$ cat src/common/csr_pkg.sv
package csr_pkg;

  typedef logic [31:0] xlen_t;
  typedef logic [11:0] csr_addr_t;
  typedef logic [3:0] cause_t;
  typedef logic [3:0] timer_addr_t;

  localparam csr_addr_t csr_mstatus = 12'h300;
  localparam csr_addr_t csr_misa = 12'h301;
  localparam csr_addr_t csr_medeleg = 12'h302;
  localparam csr_addr_t csr_mideleg = 12'h303;
  localparam csr_addr_t csr_mie = 12'h304;
  localparam csr_addr_t csr_mtvec = 12'h305;
  localparam csr_addr_t csr_mcounteren = 12'h306;
  localparam csr_addr_t csr_mscratch = 12'h340;
  localparam csr_addr_t csr_mepc = 12'h341;
  localparam csr_addr_t csr_mcause = 12'h342;
  localparam csr_addr_t csr_mtval = 12'h343;
  localparam csr_addr_t csr_mip = 12'h344;
  localparam csr_addr_t csr_mcycle = 12'hB00;
  localparam csr_addr_t csr_minstret = 12'hB02;
  localparam csr_addr_t csr_mcycleh = 12'hB80;
  localparam csr_addr_t csr_minstreth = 12'hB82;

  localparam cause_t interrupt_mach_timer = 4'd7;

  localparam int mstatus_mie = 3;
  localparam int mstatus_mpie = 7;
  localparam int mie_mtie = 7;
  localparam logic [1:0] mtvec_vectored = 2'b01;

  localparam xlen_t mstatus_mask = 32'h807F_F9BB; // SD, 22:11, 8:7, 5:3 and 1:0.
  localparam xlen_t misa_mask = 32'hC3FF_FFFF;
  localparam xlen_t mie_mask = 32'h0000_0BBB;

  localparam logic [1:0] resp_okay = 2'b00;
  localparam logic [1:0] resp_slverr = 2'b10;

  typedef struct packed {
    logic crden;
    csr_addr_t craddr;
    logic cwren;
    csr_addr_t cwaddr;
    xlen_t cdata;
    logic valid; // One instruction retires this cycle.
    logic exception;
    xlen_t epc;
    xlen_t etval;
    cause_t ecause;
    logic mret;
  } csr_in_type;

  typedef struct packed {
    xlen_t cdata;
    logic exception;
    logic mret;
    xlen_t mepc;
    xlen_t mtvec; // Trap target, already vectored.
  } csr_out_type;

  typedef struct packed {
    xlen_t mstatus;
    xlen_t misa;
    xlen_t medeleg;
    xlen_t mideleg;
    xlen_t mie;
    xlen_t mtvec;
    xlen_t mcounteren;
    xlen_t mscratch;
    xlen_t mepc;
    xlen_t mcause;
    xlen_t mtval;
    logic [63:0] mcycle;
    logic [63:0] minstret;
  } csr_machine_reg_type;

  localparam csr_machine_reg_type init_csr_machine_reg = '{
    misa: 32'h4000_0100, // MXL of 1 with the I extension.
    mtvec: 32'h0000_0000,
    default: '0
  };

  typedef struct packed {
    logic awvalid;
    timer_addr_t awaddr;
    logic wvalid;
    xlen_t wdata;
    logic [3:0] wstrb;
    logic bready;
    logic arvalid;
    timer_addr_t araddr;
    logic rready;
  } axil_req_t;

  typedef struct packed {
    logic awready;
    logic wready;
    logic bvalid;
    logic [1:0] bresp;
    logic arready;
    logic rvalid;
    xlen_t rdata;
    logic [1:0] rresp;
  } axil_rsp_t;

  typedef struct packed {
    logic wr;
    logic rd;
    timer_addr_t addr;
    xlen_t wdata;
    logic [3:0] wstrb;
  } reg_req_t;

endpackage

$ cat src/csr/csr.sv
`timescale 1ns/1ps

module csr (
  input logic clk,
  input logic rst,
  input csr_pkg::csr_in_type csr_in,
  input logic timer_irpt,
  output csr_pkg::csr_out_type csr_out
);
  import csr_pkg::*;

  csr_machine_reg_type machine_reg;
  logic trap_q;
  logic mret_q;
  logic irq_take;
  logic trap_take;
  xlen_t trap_cause;
  xlen_t mip_live;
  xlen_t trap_base;
  xlen_t vec_offset;

  always_comb begin
    mip_live = '0;
    mip_live[mie_mtie] = timer_irpt; // Pending bit follows the timer line directly.

    irq_take = timer_irpt & machine_reg.mstatus[mstatus_mie] &
               machine_reg.mie[mie_mtie] & ~csr_in.exception;
    trap_take = csr_in.exception | irq_take;

    if (csr_in.exception) begin
      trap_cause = {28'h0, csr_in.ecause};
    end else begin
      trap_cause = {1'b1, 27'h0, interrupt_mach_timer};
    end
  end

  always_comb begin
    if (csr_in.crden) begin
      case (csr_in.craddr)
        csr_mstatus: csr_out.cdata = machine_reg.mstatus & mstatus_mask;
        csr_misa: csr_out.cdata = machine_reg.misa & misa_mask;
        csr_medeleg: csr_out.cdata = machine_reg.medeleg;
        csr_mideleg: csr_out.cdata = machine_reg.mideleg;
        csr_mie: csr_out.cdata = machine_reg.mie & mie_mask;
        csr_mtvec: csr_out.cdata = machine_reg.mtvec;
        csr_mcounteren: csr_out.cdata = machine_reg.mcounteren;
        csr_mscratch: csr_out.cdata = machine_reg.mscratch;
        csr_mepc: csr_out.cdata = machine_reg.mepc;
        csr_mcause: csr_out.cdata = machine_reg.mcause;
        csr_mtval: csr_out.cdata = machine_reg.mtval;
        csr_mip: csr_out.cdata = mip_live & mie_mask;
        csr_mcycle: csr_out.cdata = machine_reg.mcycle[31:0];
        csr_mcycleh: csr_out.cdata = machine_reg.mcycle[63:32];
        csr_minstret: csr_out.cdata = machine_reg.minstret[31:0];
        csr_minstreth: csr_out.cdata = machine_reg.minstret[63:32];
        default: csr_out.cdata = '0;
      endcase
    end else begin
      csr_out.cdata = '0;
    end
  end

  // Trap target. Only interrupts are spread over the vector table.
  always_comb begin
    trap_base = {machine_reg.mtvec[31:2], 2'b00};
    vec_offset = {26'h0, machine_reg.mcause[3:0], 2'b00};
    if (machine_reg.mtvec[1:0] == mtvec_vectored && machine_reg.mcause[31]) begin
      csr_out.mtvec = trap_base + vec_offset;
    end else begin
      csr_out.mtvec = trap_base;
    end
    csr_out.mepc = machine_reg.mepc;
    csr_out.exception = trap_q;
    csr_out.mret = mret_q;
  end

  // Later assignments in this block take priority over earlier ones.
  always_ff @(posedge clk) begin
    if (!rst) begin
      machine_reg <= init_csr_machine_reg;
      trap_q <= 1'b0;
      mret_q <= 1'b0;
    end else begin
      machine_reg.mcycle <= machine_reg.mcycle + 64'd1;
      if (csr_in.valid) begin
        machine_reg.minstret <= machine_reg.minstret + 64'd1;
      end

      if (csr_in.cwren) begin
        case (csr_in.cwaddr)
          csr_mstatus: machine_reg.mstatus <= csr_in.cdata & mstatus_mask;
          csr_misa: machine_reg.misa <= csr_in.cdata & misa_mask;
          csr_medeleg: machine_reg.medeleg <= csr_in.cdata;
          csr_mideleg: machine_reg.mideleg <= csr_in.cdata;
          csr_mie: machine_reg.mie <= csr_in.cdata & mie_mask;
          csr_mtvec: machine_reg.mtvec <= csr_in.cdata;
          csr_mcounteren: machine_reg.mcounteren <= csr_in.cdata;
          csr_mscratch: machine_reg.mscratch <= csr_in.cdata;
          csr_mepc: machine_reg.mepc <= csr_in.cdata;
          csr_mcause: machine_reg.mcause <= csr_in.cdata;
          csr_mtval: machine_reg.mtval <= csr_in.cdata;
          csr_mcycle: machine_reg.mcycle[31:0] <= csr_in.cdata;
          csr_mcycleh: machine_reg.mcycle[63:32] <= csr_in.cdata;
          csr_minstret: machine_reg.minstret[31:0] <= csr_in.cdata;
          csr_minstreth: machine_reg.minstret[63:32] <= csr_in.cdata;
          default: ; // mip is read only here.
        endcase
      end

      if (csr_in.mret) begin
        machine_reg.mstatus[mstatus_mie] <= machine_reg.mstatus[mstatus_mpie];
        machine_reg.mstatus[mstatus_mpie] <= 1'b0;
      end

      if (trap_take) begin
        machine_reg.mstatus[mstatus_mpie] <= machine_reg.mstatus[mstatus_mie];
        machine_reg.mstatus[mstatus_mie] <= 1'b0; // Masks a second interrupt until mret.
        machine_reg.mepc <= csr_in.epc;
        machine_reg.mtval <= csr_in.etval;
        machine_reg.mcause <= trap_cause;
      end

      trap_q <= trap_take;
      mret_q <= csr_in.mret;
    end
  end

endmodule

$ cat src/timer/machine_timer.sv
`timescale 1ns/1ps

module machine_timer #(
  parameter int TIMER_DIV = 1
) (
  input logic clk,
  input logic rst,
  input csr_pkg::reg_req_t reg_req,
  output csr_pkg::xlen_t rdata,
  output logic err,
  output logic timer_irpt
);
  import csr_pkg::*;

  localparam int div_w = (TIMER_DIV > 1) ? $clog2(TIMER_DIV) : 1;
  localparam logic [div_w-1:0] div_last = div_w'(TIMER_DIV - 1);

  localparam timer_addr_t off_mtime_lo = 4'h0;
  localparam timer_addr_t off_mtime_hi = 4'h4;
  localparam timer_addr_t off_cmp_lo = 4'h8;
  localparam timer_addr_t off_cmp_hi = 4'hC;

  logic [div_w-1:0] prescale;
  logic tick;
  logic [63:0] mtime;
  logic [63:0] mtimecmp;
  logic mapped;
  xlen_t read_word;

  function automatic xlen_t byte_merge(xlen_t old_word, xlen_t new_word, logic [3:0] strb);
    xlen_t merged;
    merged = old_word;
    for (int i = 0; i < 4; i++) begin
      if (strb[i]) begin
        merged[8*i +: 8] = new_word[8*i +: 8];
      end
    end
    return merged;
  endfunction

  assign tick = (prescale == div_last);
  assign timer_irpt = (mtime >= mtimecmp); // Unsigned compare over the full 64 bits.

  always_ff @(posedge clk) begin
    if (!rst) begin
      prescale <= '0;
      mtime <= '0;
      mtimecmp <= '1;
    end else begin
      if (tick) begin
        prescale <= '0;
        mtime <= mtime + 64'd1;
      end else begin
        prescale <= prescale + 1'b1;
      end

      // A register write overrides the tick for the half it touches.
      if (reg_req.wr) begin
        case (reg_req.addr)
          off_mtime_lo: mtime[31:0] <= byte_merge(mtime[31:0], reg_req.wdata, reg_req.wstrb);
          off_mtime_hi: mtime[63:32] <= byte_merge(mtime[63:32], reg_req.wdata, reg_req.wstrb);
          off_cmp_lo: begin
            mtimecmp[31:0] <= byte_merge(mtimecmp[31:0], reg_req.wdata, reg_req.wstrb);
          end
          off_cmp_hi: begin
            mtimecmp[63:32] <= byte_merge(mtimecmp[63:32], reg_req.wdata, reg_req.wstrb);
          end
          default: ;
        endcase
      end
    end
  end

  always_comb begin
    mapped = 1'b1;
    case (reg_req.addr)
      off_mtime_lo: read_word = mtime[31:0];
      off_mtime_hi: read_word = mtime[63:32];
      off_cmp_lo: read_word = mtimecmp[31:0];
      off_cmp_hi: read_word = mtimecmp[63:32];
      default: begin
        read_word = '0;
        mapped = 1'b0;
      end
    endcase

    rdata = reg_req.rd ? read_word : '0;
    err = (reg_req.rd | reg_req.wr) & ~mapped;
  end

endmodule

$ cat src/logic/axil_reg_port.sv
`timescale 1ns/1ps

module axil_reg_port (
  input logic clk,
  input logic rst,
  input csr_pkg::axil_req_t axil_req,
  output csr_pkg::axil_rsp_t axil_rsp,
  output csr_pkg::reg_req_t reg_req,
  input csr_pkg::xlen_t rdata,
  input logic err
);
  import csr_pkg::*;

  logic aw_full;
  logic w_full;
  logic bvalid;
  logic rvalid;
  timer_addr_t aw_addr;
  xlen_t w_data;
  logic [3:0] w_strb;
  logic [1:0] bresp;
  logic [1:0] rresp;
  xlen_t rdata_q;
  logic awready;
  logic wready;
  logic arready;
  logic wr_fire;

  assign wr_fire = aw_full & w_full;
  assign awready = ~aw_full & ~bvalid;
  assign wready = ~w_full & ~bvalid;
  assign arready = ~rvalid & ~wr_fire; // The write strobe owns the shared address this cycle.

  assign axil_rsp = '{
    awready: awready,
    wready: wready,
    bvalid: bvalid,
    bresp: bresp,
    arready: arready,
    rvalid: rvalid,
    rdata: rdata_q,
    rresp: rresp
  };

  assign reg_req.wr = wr_fire;
  assign reg_req.rd = axil_req.arvalid & arready;
  assign reg_req.addr = wr_fire ? aw_addr : axil_req.araddr;
  assign reg_req.wdata = w_data;
  assign reg_req.wstrb = w_strb;

  always_ff @(posedge clk) begin
    if (!rst) begin
      aw_full <= 1'b0;
      w_full <= 1'b0;
      bvalid <= 1'b0;
      rvalid <= 1'b0;
    end else begin
      if (wr_fire) begin
        aw_full <= 1'b0;
        w_full <= 1'b0;
        bvalid <= 1'b1;
      end else begin
        if (axil_req.awvalid && awready) aw_full <= 1'b1;
        if (axil_req.wvalid && wready) w_full <= 1'b1;
        if (bvalid && axil_req.bready) bvalid <= 1'b0;
      end

      if (reg_req.rd) begin
        rvalid <= 1'b1;
      end else if (rvalid && axil_req.rready) begin
        rvalid <= 1'b0;
      end
    end
  end

  always_ff @(posedge clk) begin
    if (axil_req.awvalid && awready) aw_addr <= axil_req.awaddr;
    if (axil_req.wvalid && wready) begin
      w_data <= axil_req.wdata;
      w_strb <= axil_req.wstrb;
    end
    if (wr_fire) bresp <= err ? resp_slverr : resp_okay;
    if (reg_req.rd) begin
      rdata_q <= rdata; // Frozen until the master takes it.
      rresp <= err ? resp_slverr : resp_okay;
    end
  end

endmodule

$ cat src/logic/machine_mode_top.sv
`timescale 1ns/1ps

module machine_mode_top #(
  parameter int TIMER_DIV = 1
) (
  input logic clk,
  input logic rst,
  input csr_pkg::csr_in_type csr_in,
  output csr_pkg::csr_out_type csr_out,
  input csr_pkg::axil_req_t axil_req,
  output csr_pkg::axil_rsp_t axil_rsp,
  output logic timer_irpt
);
  import csr_pkg::*;

  reg_req_t reg_req;
  xlen_t timer_rdata;
  logic timer_err;

  csr u_csr (
    .clk(clk),
    .rst(rst),
    .csr_in(csr_in),
    .timer_irpt(timer_irpt),
    .csr_out(csr_out)
  );

  machine_timer #(
    .TIMER_DIV(TIMER_DIV)
  ) u_timer (
    .clk(clk),
    .rst(rst),
    .reg_req(reg_req),
    .rdata(timer_rdata),
    .err(timer_err),
    .timer_irpt(timer_irpt)
  );

  axil_reg_port u_port (
    .clk(clk),
    .rst(rst),
    .axil_req(axil_req),
    .axil_rsp(axil_rsp),
    .reg_req(reg_req),
    .rdata(timer_rdata),
    .err(timer_err)
  );

endmodule

$ cat config.mk
export PLATFORM = sky130hd
export DESIGN_NAME = machine_mode_top
export DESIGN_NICKNAME = d
export VERILOG_FILES = /design/src/common/csr_pkg.sv /design/src/csr/csr.sv /design/src/timer/machine_timer.sv /design/src/logic/axil_reg_port.sv /design/src/logic/machine_mode_top.sv
export SDC_FILE = /design/constraint.sdc
export NUM_CORES = 2
export LEC_CHECK = 0
export BUFFER_PORTS_ARGS = -buffer_cell sky130_fd_sc_hd__buf_2
export CAP_MARGIN = 20
export CORE_MARGIN = 5
export CORE_UTILIZATION = 30
export DETAILED_ROUTE_END_ITERATION = 10
export SETUP_SLACK_MARGIN = 0.05
export SYNTH_ARGS = -nofsm -noshare
export SYNTH_HDL_FRONTEND = slang
export SYNTH_HIERARCHICAL = 1
export SYNTH_SLANG_ARGS = --single-unit
$ cat constraint.sdc
create_clock -name clk -period 5.86 [get_ports clk]
set_clock_uncertainty 0.05 [all_clocks]
set_input_delay 0.586 -clock clk [delete_from_list [all_inputs] [get_ports clk]]
set_output_delay 0.586 -clock clk [all_outputs]
set_load 0.01 [all_outputs]
# Word-level counts from Yosys, hierarchy flattened
# Index checks and enable logic that the tools add are counted.
# word_totals
reg_bits	652
inputBits	180
wordCells	194
# classes
addsub	5
n_lt_le_gt_ge	1
n_eq_ne	43
mux	41
bitwise_logic	19
reduce_logical	41
# op_table
cell	count
$mux W32	18
$pmux W32 S16	1
$mux W456	1
$eq A12 B10 Y1 const B	23
$add A64 B1 Y64 const B	3
$mux W64	3
$pmux W32 S4	1
$eq A12 B12 Y1 const B	8
$mux W96	1
$ge A64 B64 Y1	1
$mux W8	5
$add A32 B6 Y32	1
$reduce_and A2 Y1	14
$ne A3 B2 Y1 const B	8
$reduce_and A3 Y1	8
$reduce_bool A2 Y1	8
$mux W12	1
$and A1 B1 Y1	9
$eq A4 B4 Y1 const B	2
$mux W1	8
$not A1 Y1	8
$reduce_bool A3 Y1	2
$logic_and A1 B1 Y1	5
$eq A4 B3 Y1 const B	1
8 further kinds	10

# Logic depth before layout (Yosys ltp)
# depth
depth_word	8
depth_mapped	14
depth_no_buf	14

# Modules after synthesis
# The synthesis kept the hierarchy.
# modules_own_cells
module	n_inst	cells_each	area_each_um2
csr	1	2954	22954.5
machine_timer	1	1096	8465.6
axil_reg_port	1	107	2511.2

# Least setup slack after synthesis
# No wires, ideal clock.
# synth_timing
path_kind	register to output
start	register u_timer.mtime[21]
end	output csr_out[73] in the netlist's numbering
arrival_ns	2.764
path_slack_ns	2.460
stages_incl_launch_ff	14
path_buffers	0
path_cell_list	dfxtp_1 -> ha_1 -> a211oi_1 -> nor2_1 -> a2111oi_0 -> nor3_1 -> o31ai_1 -> a32oi_1 -> mux2_2 -> nand2_1 -> o22ai_1 -> a221o_1 -> a211oi_1 -> a31oi_1
# synth_rtl
element	line_no	rtl
from (decl)	machine_timer.sv:25	logic [63:0] mtime;
from (signal assigned)	machine_timer.sv:52	mtime <= mtime + 64'd1;
from (signal assigned)	machine_timer.sv:60	off_mtime_lo: mtime[31:0] <= byte_merge(mtime[31:0], reg_req.wdata, reg_req.wstrb);
to (decl)	machine_mode_top.sv:9	output csr_pkg::csr_out_type csr_out,

==> results <==
- The finished layout cell area is 0.0393 mm².
- Once detail routing completed, the nets flagged for antenna violations numbered 0.
- The final route contains 33829 vias.
- The CTS tree is built.
- Data on the critical path arrives at its endpoint at 4.72 ns.
- The count of yosys warnings during synthesis is 6.
- The initial core utilization is 0.302.
- The routed wire length per instance is 24.0 µm.
- The library cell used most frequently in the layout, excluding fill and tap cells, is sky130_fd_sc_hd__nand2_1.
- The total I/O pin count is 320.
- The type of the tightest min-delay check is in -> reg.
- Entering global routing, the biggest net connects 130 pins.
- The register with the most flip-flops in the layout has 409 of them.
- The total standard cell area after synthesis is 0.0339 mm².
- The residual overflow from global routing is 0.
- In this run, synthesis inferred 74 flip-flops with an integrated enable.
- The clock root buffer is sky130_fd_sc_hd__clkbuf_16.
- For this run, the total global-route usage over all layers was measured as 0.221.
- The time the final worst path needs with I/O delays and setup is 5.36 ns.
- Timing would allow up to 0.187 GHz.
- The number of global-route vias before repair is 31198.
- Wires add up to 140 mm.
- The placed instances occupy a cell area of 0.0366 mm².
- The H-tree generated during clock tree synthesis spans 3 levels.
- The final HPWL from detailed placement is 98.8 mm.
- Final hold analysis gives a worst-case slack of 0.0490 ns.
- Setup repair after global routing left no endpoint under its margin.
- The number of synthesized register bits is 650.
- From synthesis to final layout, the design area changed by 15.7%.
- The final hold violation count is 0.
- The share of flip-flops with an asynchronous set or reset after synthesis is 0.
- The clock net in this run drives a total of 650 sinks.
- The residual DRC count is 0.
- The endpoint type of the worst setup path is a primary output.
- Counting the buffers created by CTS gives 78.
- Power spread over the standard cell area amounts to 263 mW/mm².
- Among cell families on the critical path, the largest total delay comes from compound AO/OA/AOI/OAI gates.
- The share of the clock period used by the worst path after layout is 0.914.
- Data on the critical path is required at its endpoint by 5.22 ns.
- The die covers 0.120 mm².
- The layout cell share with drive strength beyond 1 is 0.146.
- The hold-fix buffer count after cts is 0.
- Counting the fill cells in the layout gives 11688.
- Counting distinct cell types in the post-synthesis netlist gives 86.
- The count of port buffers added during placement is 315.
- The floorplan step set the die width to 346 µm.
- Setup violations remaining at the end of the flow were counted as 0.
- Measured against its own limit, the worst slew margin works out to 0.163.
- Row generation in the floorplan step produced 123 rows.
- The cell with the largest stage delay on the worst path is sky130_fd_sc_hd__a32oi_1.
- In the synthesized netlist, the number of instances is 4157.
- The first detailed-routing pass took 9 iterations.
- In this run the worst path has a maximum fanout of 10.
- In the layout the commonest cells are 704 x sky130_fd_sc_hd__nand2_1, 576 x sky130_fd_sc_hd__dfxtp_1, 404 x sky130_fd_sc_hd__a21oi_1.
- Max-cap violations in this run came to 0.
- The initial antenna violation count came to 19.
- The startpoint type of the worst setup path is a flip-flop.
- The net count of the finished layout is 4524.
- The worst-case IR drop observed on VDD is 0.235 mV.
- The detailed-route wire length on metal 1 is 58.6 mm.
- The met3 routed wirelength is 15.0 mm.
- The clock-pin slew reported for the worst setup and hold paths after clock tree synthesis is 0.06 ns.
- Detailed routing placed a total of 60.6 mm of wire on met2.
- The core region is 0.112 mm².
- The wire length of the first global-routing pass is 206 mm.
- The slew at the pin with the worst max-slew slack is 1.25 ns.
- After clock tree synthesis, the repair step resized 0 gates.
- Routed signal wires occupy layers up through met4.
- The delay of the slowest cell on the worst path is 0.88 ns.
- The run finished with clean final reports.
- Setup total negative slack on the finished layout was measured at 0 ns.
- The final-report max-slew violation count is 0.
- For this design the static power due to leakage is 14.1 nW.
- No sink is reached through more buffers than the 3 on the longest clock path.
- The prevailing post-synth register cell is sky130_fd_sc_hd__dfxtp_1.
- The number of buffer and inverter stages on the critical path is 1.
- The floorplan step set the die height to 346 µm.
- The routability congestion estimate is 0.975.
- At the later pin of the worst-skew pair, clock insertion delay measures 0.68 ns.
- After detailed routing, the number of vias per cell comes to 5.80.
- By startpoint and endpoint, the worst setup path is classified as reg -> out.
- The share of the Yosys chip area taken by registers is 0.405.
- The DRC violation total after the first TritonRoute iteration is 4626.
- Measured on the finished design, the core utilization comes to 0.350.
- The mean instance size in the synthesized netlist is 8.16 µm².
- Once the clock tree was built, the setup fixing pass inserted 0 buffers.
- Walking the worst path, the cells encountered are ha_1 -> nand4_1 -> nor4_1 -> a311o_1 -> o31ai_1 -> a32oi_1 -> mux2_2 -> nand2_1 -> o22ai_1 -> a221o_1 -> a211oi_1 -> a31oi_1 -> buf_2.
[logic make-up after synthesis]
logic type                 count (synthesis)  synth area share
adders and majority gates                 72            0.0268
muxes                                    137            0.0414
buffers and inverters                    449            0.0554
DFF                                      650             0.405
and+or+nand+nor                         1584             0.220
other                                      3          0.000332
AOI/OAI and AO/OA                       1105             0.211
xor gates and xnor gates                 157            0.0405
[worst reg2reg max path: cells and delay by family, from the launching register on]
family,cells,cell delay (ns)
DFF,1,0.49
AOI/OAI and AO/OA,8,2.53
and+or+nand+nor,1,0.14
buffers and inverters,1,0.60
adders and majority gates,1,0.30
[synthesized netlist by cell type, drive strengths merged, types with 21 or more instances]
library cell    n  area [µm²]
nor3           62         320
a311oi         47         412
nor2          256         963
mux2           28         315
a221o          31         310
o211ai         70         526
xnor2          72         631
ha             71         888
a211oi         59         443
nand2         704        2640
nand4          96         628
o21ai         174         871
buf            80         494
mux2i         109        1090
or3            23         144
inv            84         315
a222oi         43         430
clkbuf        284        1070
xor2           85         744
edfxtp         74        2220
o22ai          37         238
nor2b          21         131
a22oi          33         248
a221oi         29         254
nand3         194         976
and2           53         333
and4           25         219
dfxtp         576       11500
a31oi          56         350
and3           58         363
a31o           25         219
a21oi         404        2020
nor4           35         265
[report_power, final]
group	switching [mW]	leakage, nW	total (mW)	internal [mW]
clock network	2.13	1.28	5.00	2.87
logic	0.437	7.40	0.626	0.189
registers	0.0911	5.38	4.68	4.59
[worst paths after layout]
check	cells past startpoint	to	slack, ns	start
setup reg to reg	11	u_csr/csr_out[54]$_SDFFE_PN0P_	1.65	u_timer/mtime[2]$_SDFFE_PN0P_
setup / recovery	13	csr_out[73]	0.50	u_timer/mtime[31]$_SDFFE_PN0P_
hold / removal	1	u_port/w_data[3]$_DFFE_PP_	0.05	axil_req[14]
hold reg to reg	2	u_csr/machine_reg[357]$_SDFFE_PN0P_	0.40	u_csr/machine_reg[357]$_SDFFE_PN0P_
[metal layers]
metal	vias up	track usage
met5	-	0
met4	0	0.0841
met3	352	0.0473
met2	2012	0.339
met1	16143	0.304
li1	15322	-
[cell type report]
type | instances | area, µm² | area share
antenna | 5 | 12.5 | 0.000319
clock buffer | 105 | 2180 | 0.0556
clock inverter | 34 | 422 | 0.0107
inverter | 85 | 327 | 0.00832
multi-input combinational | 3060 | 18500 | 0.470
sequential | 650 | 13800 | 0.350
tap | 1500 | 1880 | 0.0478
timing repair buffer | 397 | 2230 | 0.0569
[through the flow]
step | power [mW] | setup slack (ns) | instances
after floorplan | 5.09 | 2.46 | 4159
after global placement | 5.38 | 1.28 | 5689
after detailed placement | 5.38 | 1.29 | 5689
after CTS | 10.4 | 0.531 | 5828
after global routing | 10.6 | 0.311 | 5832
final | 10.3 | 0.505 | 5836
No activity file was read; power rests on OpenSTA's default activity.
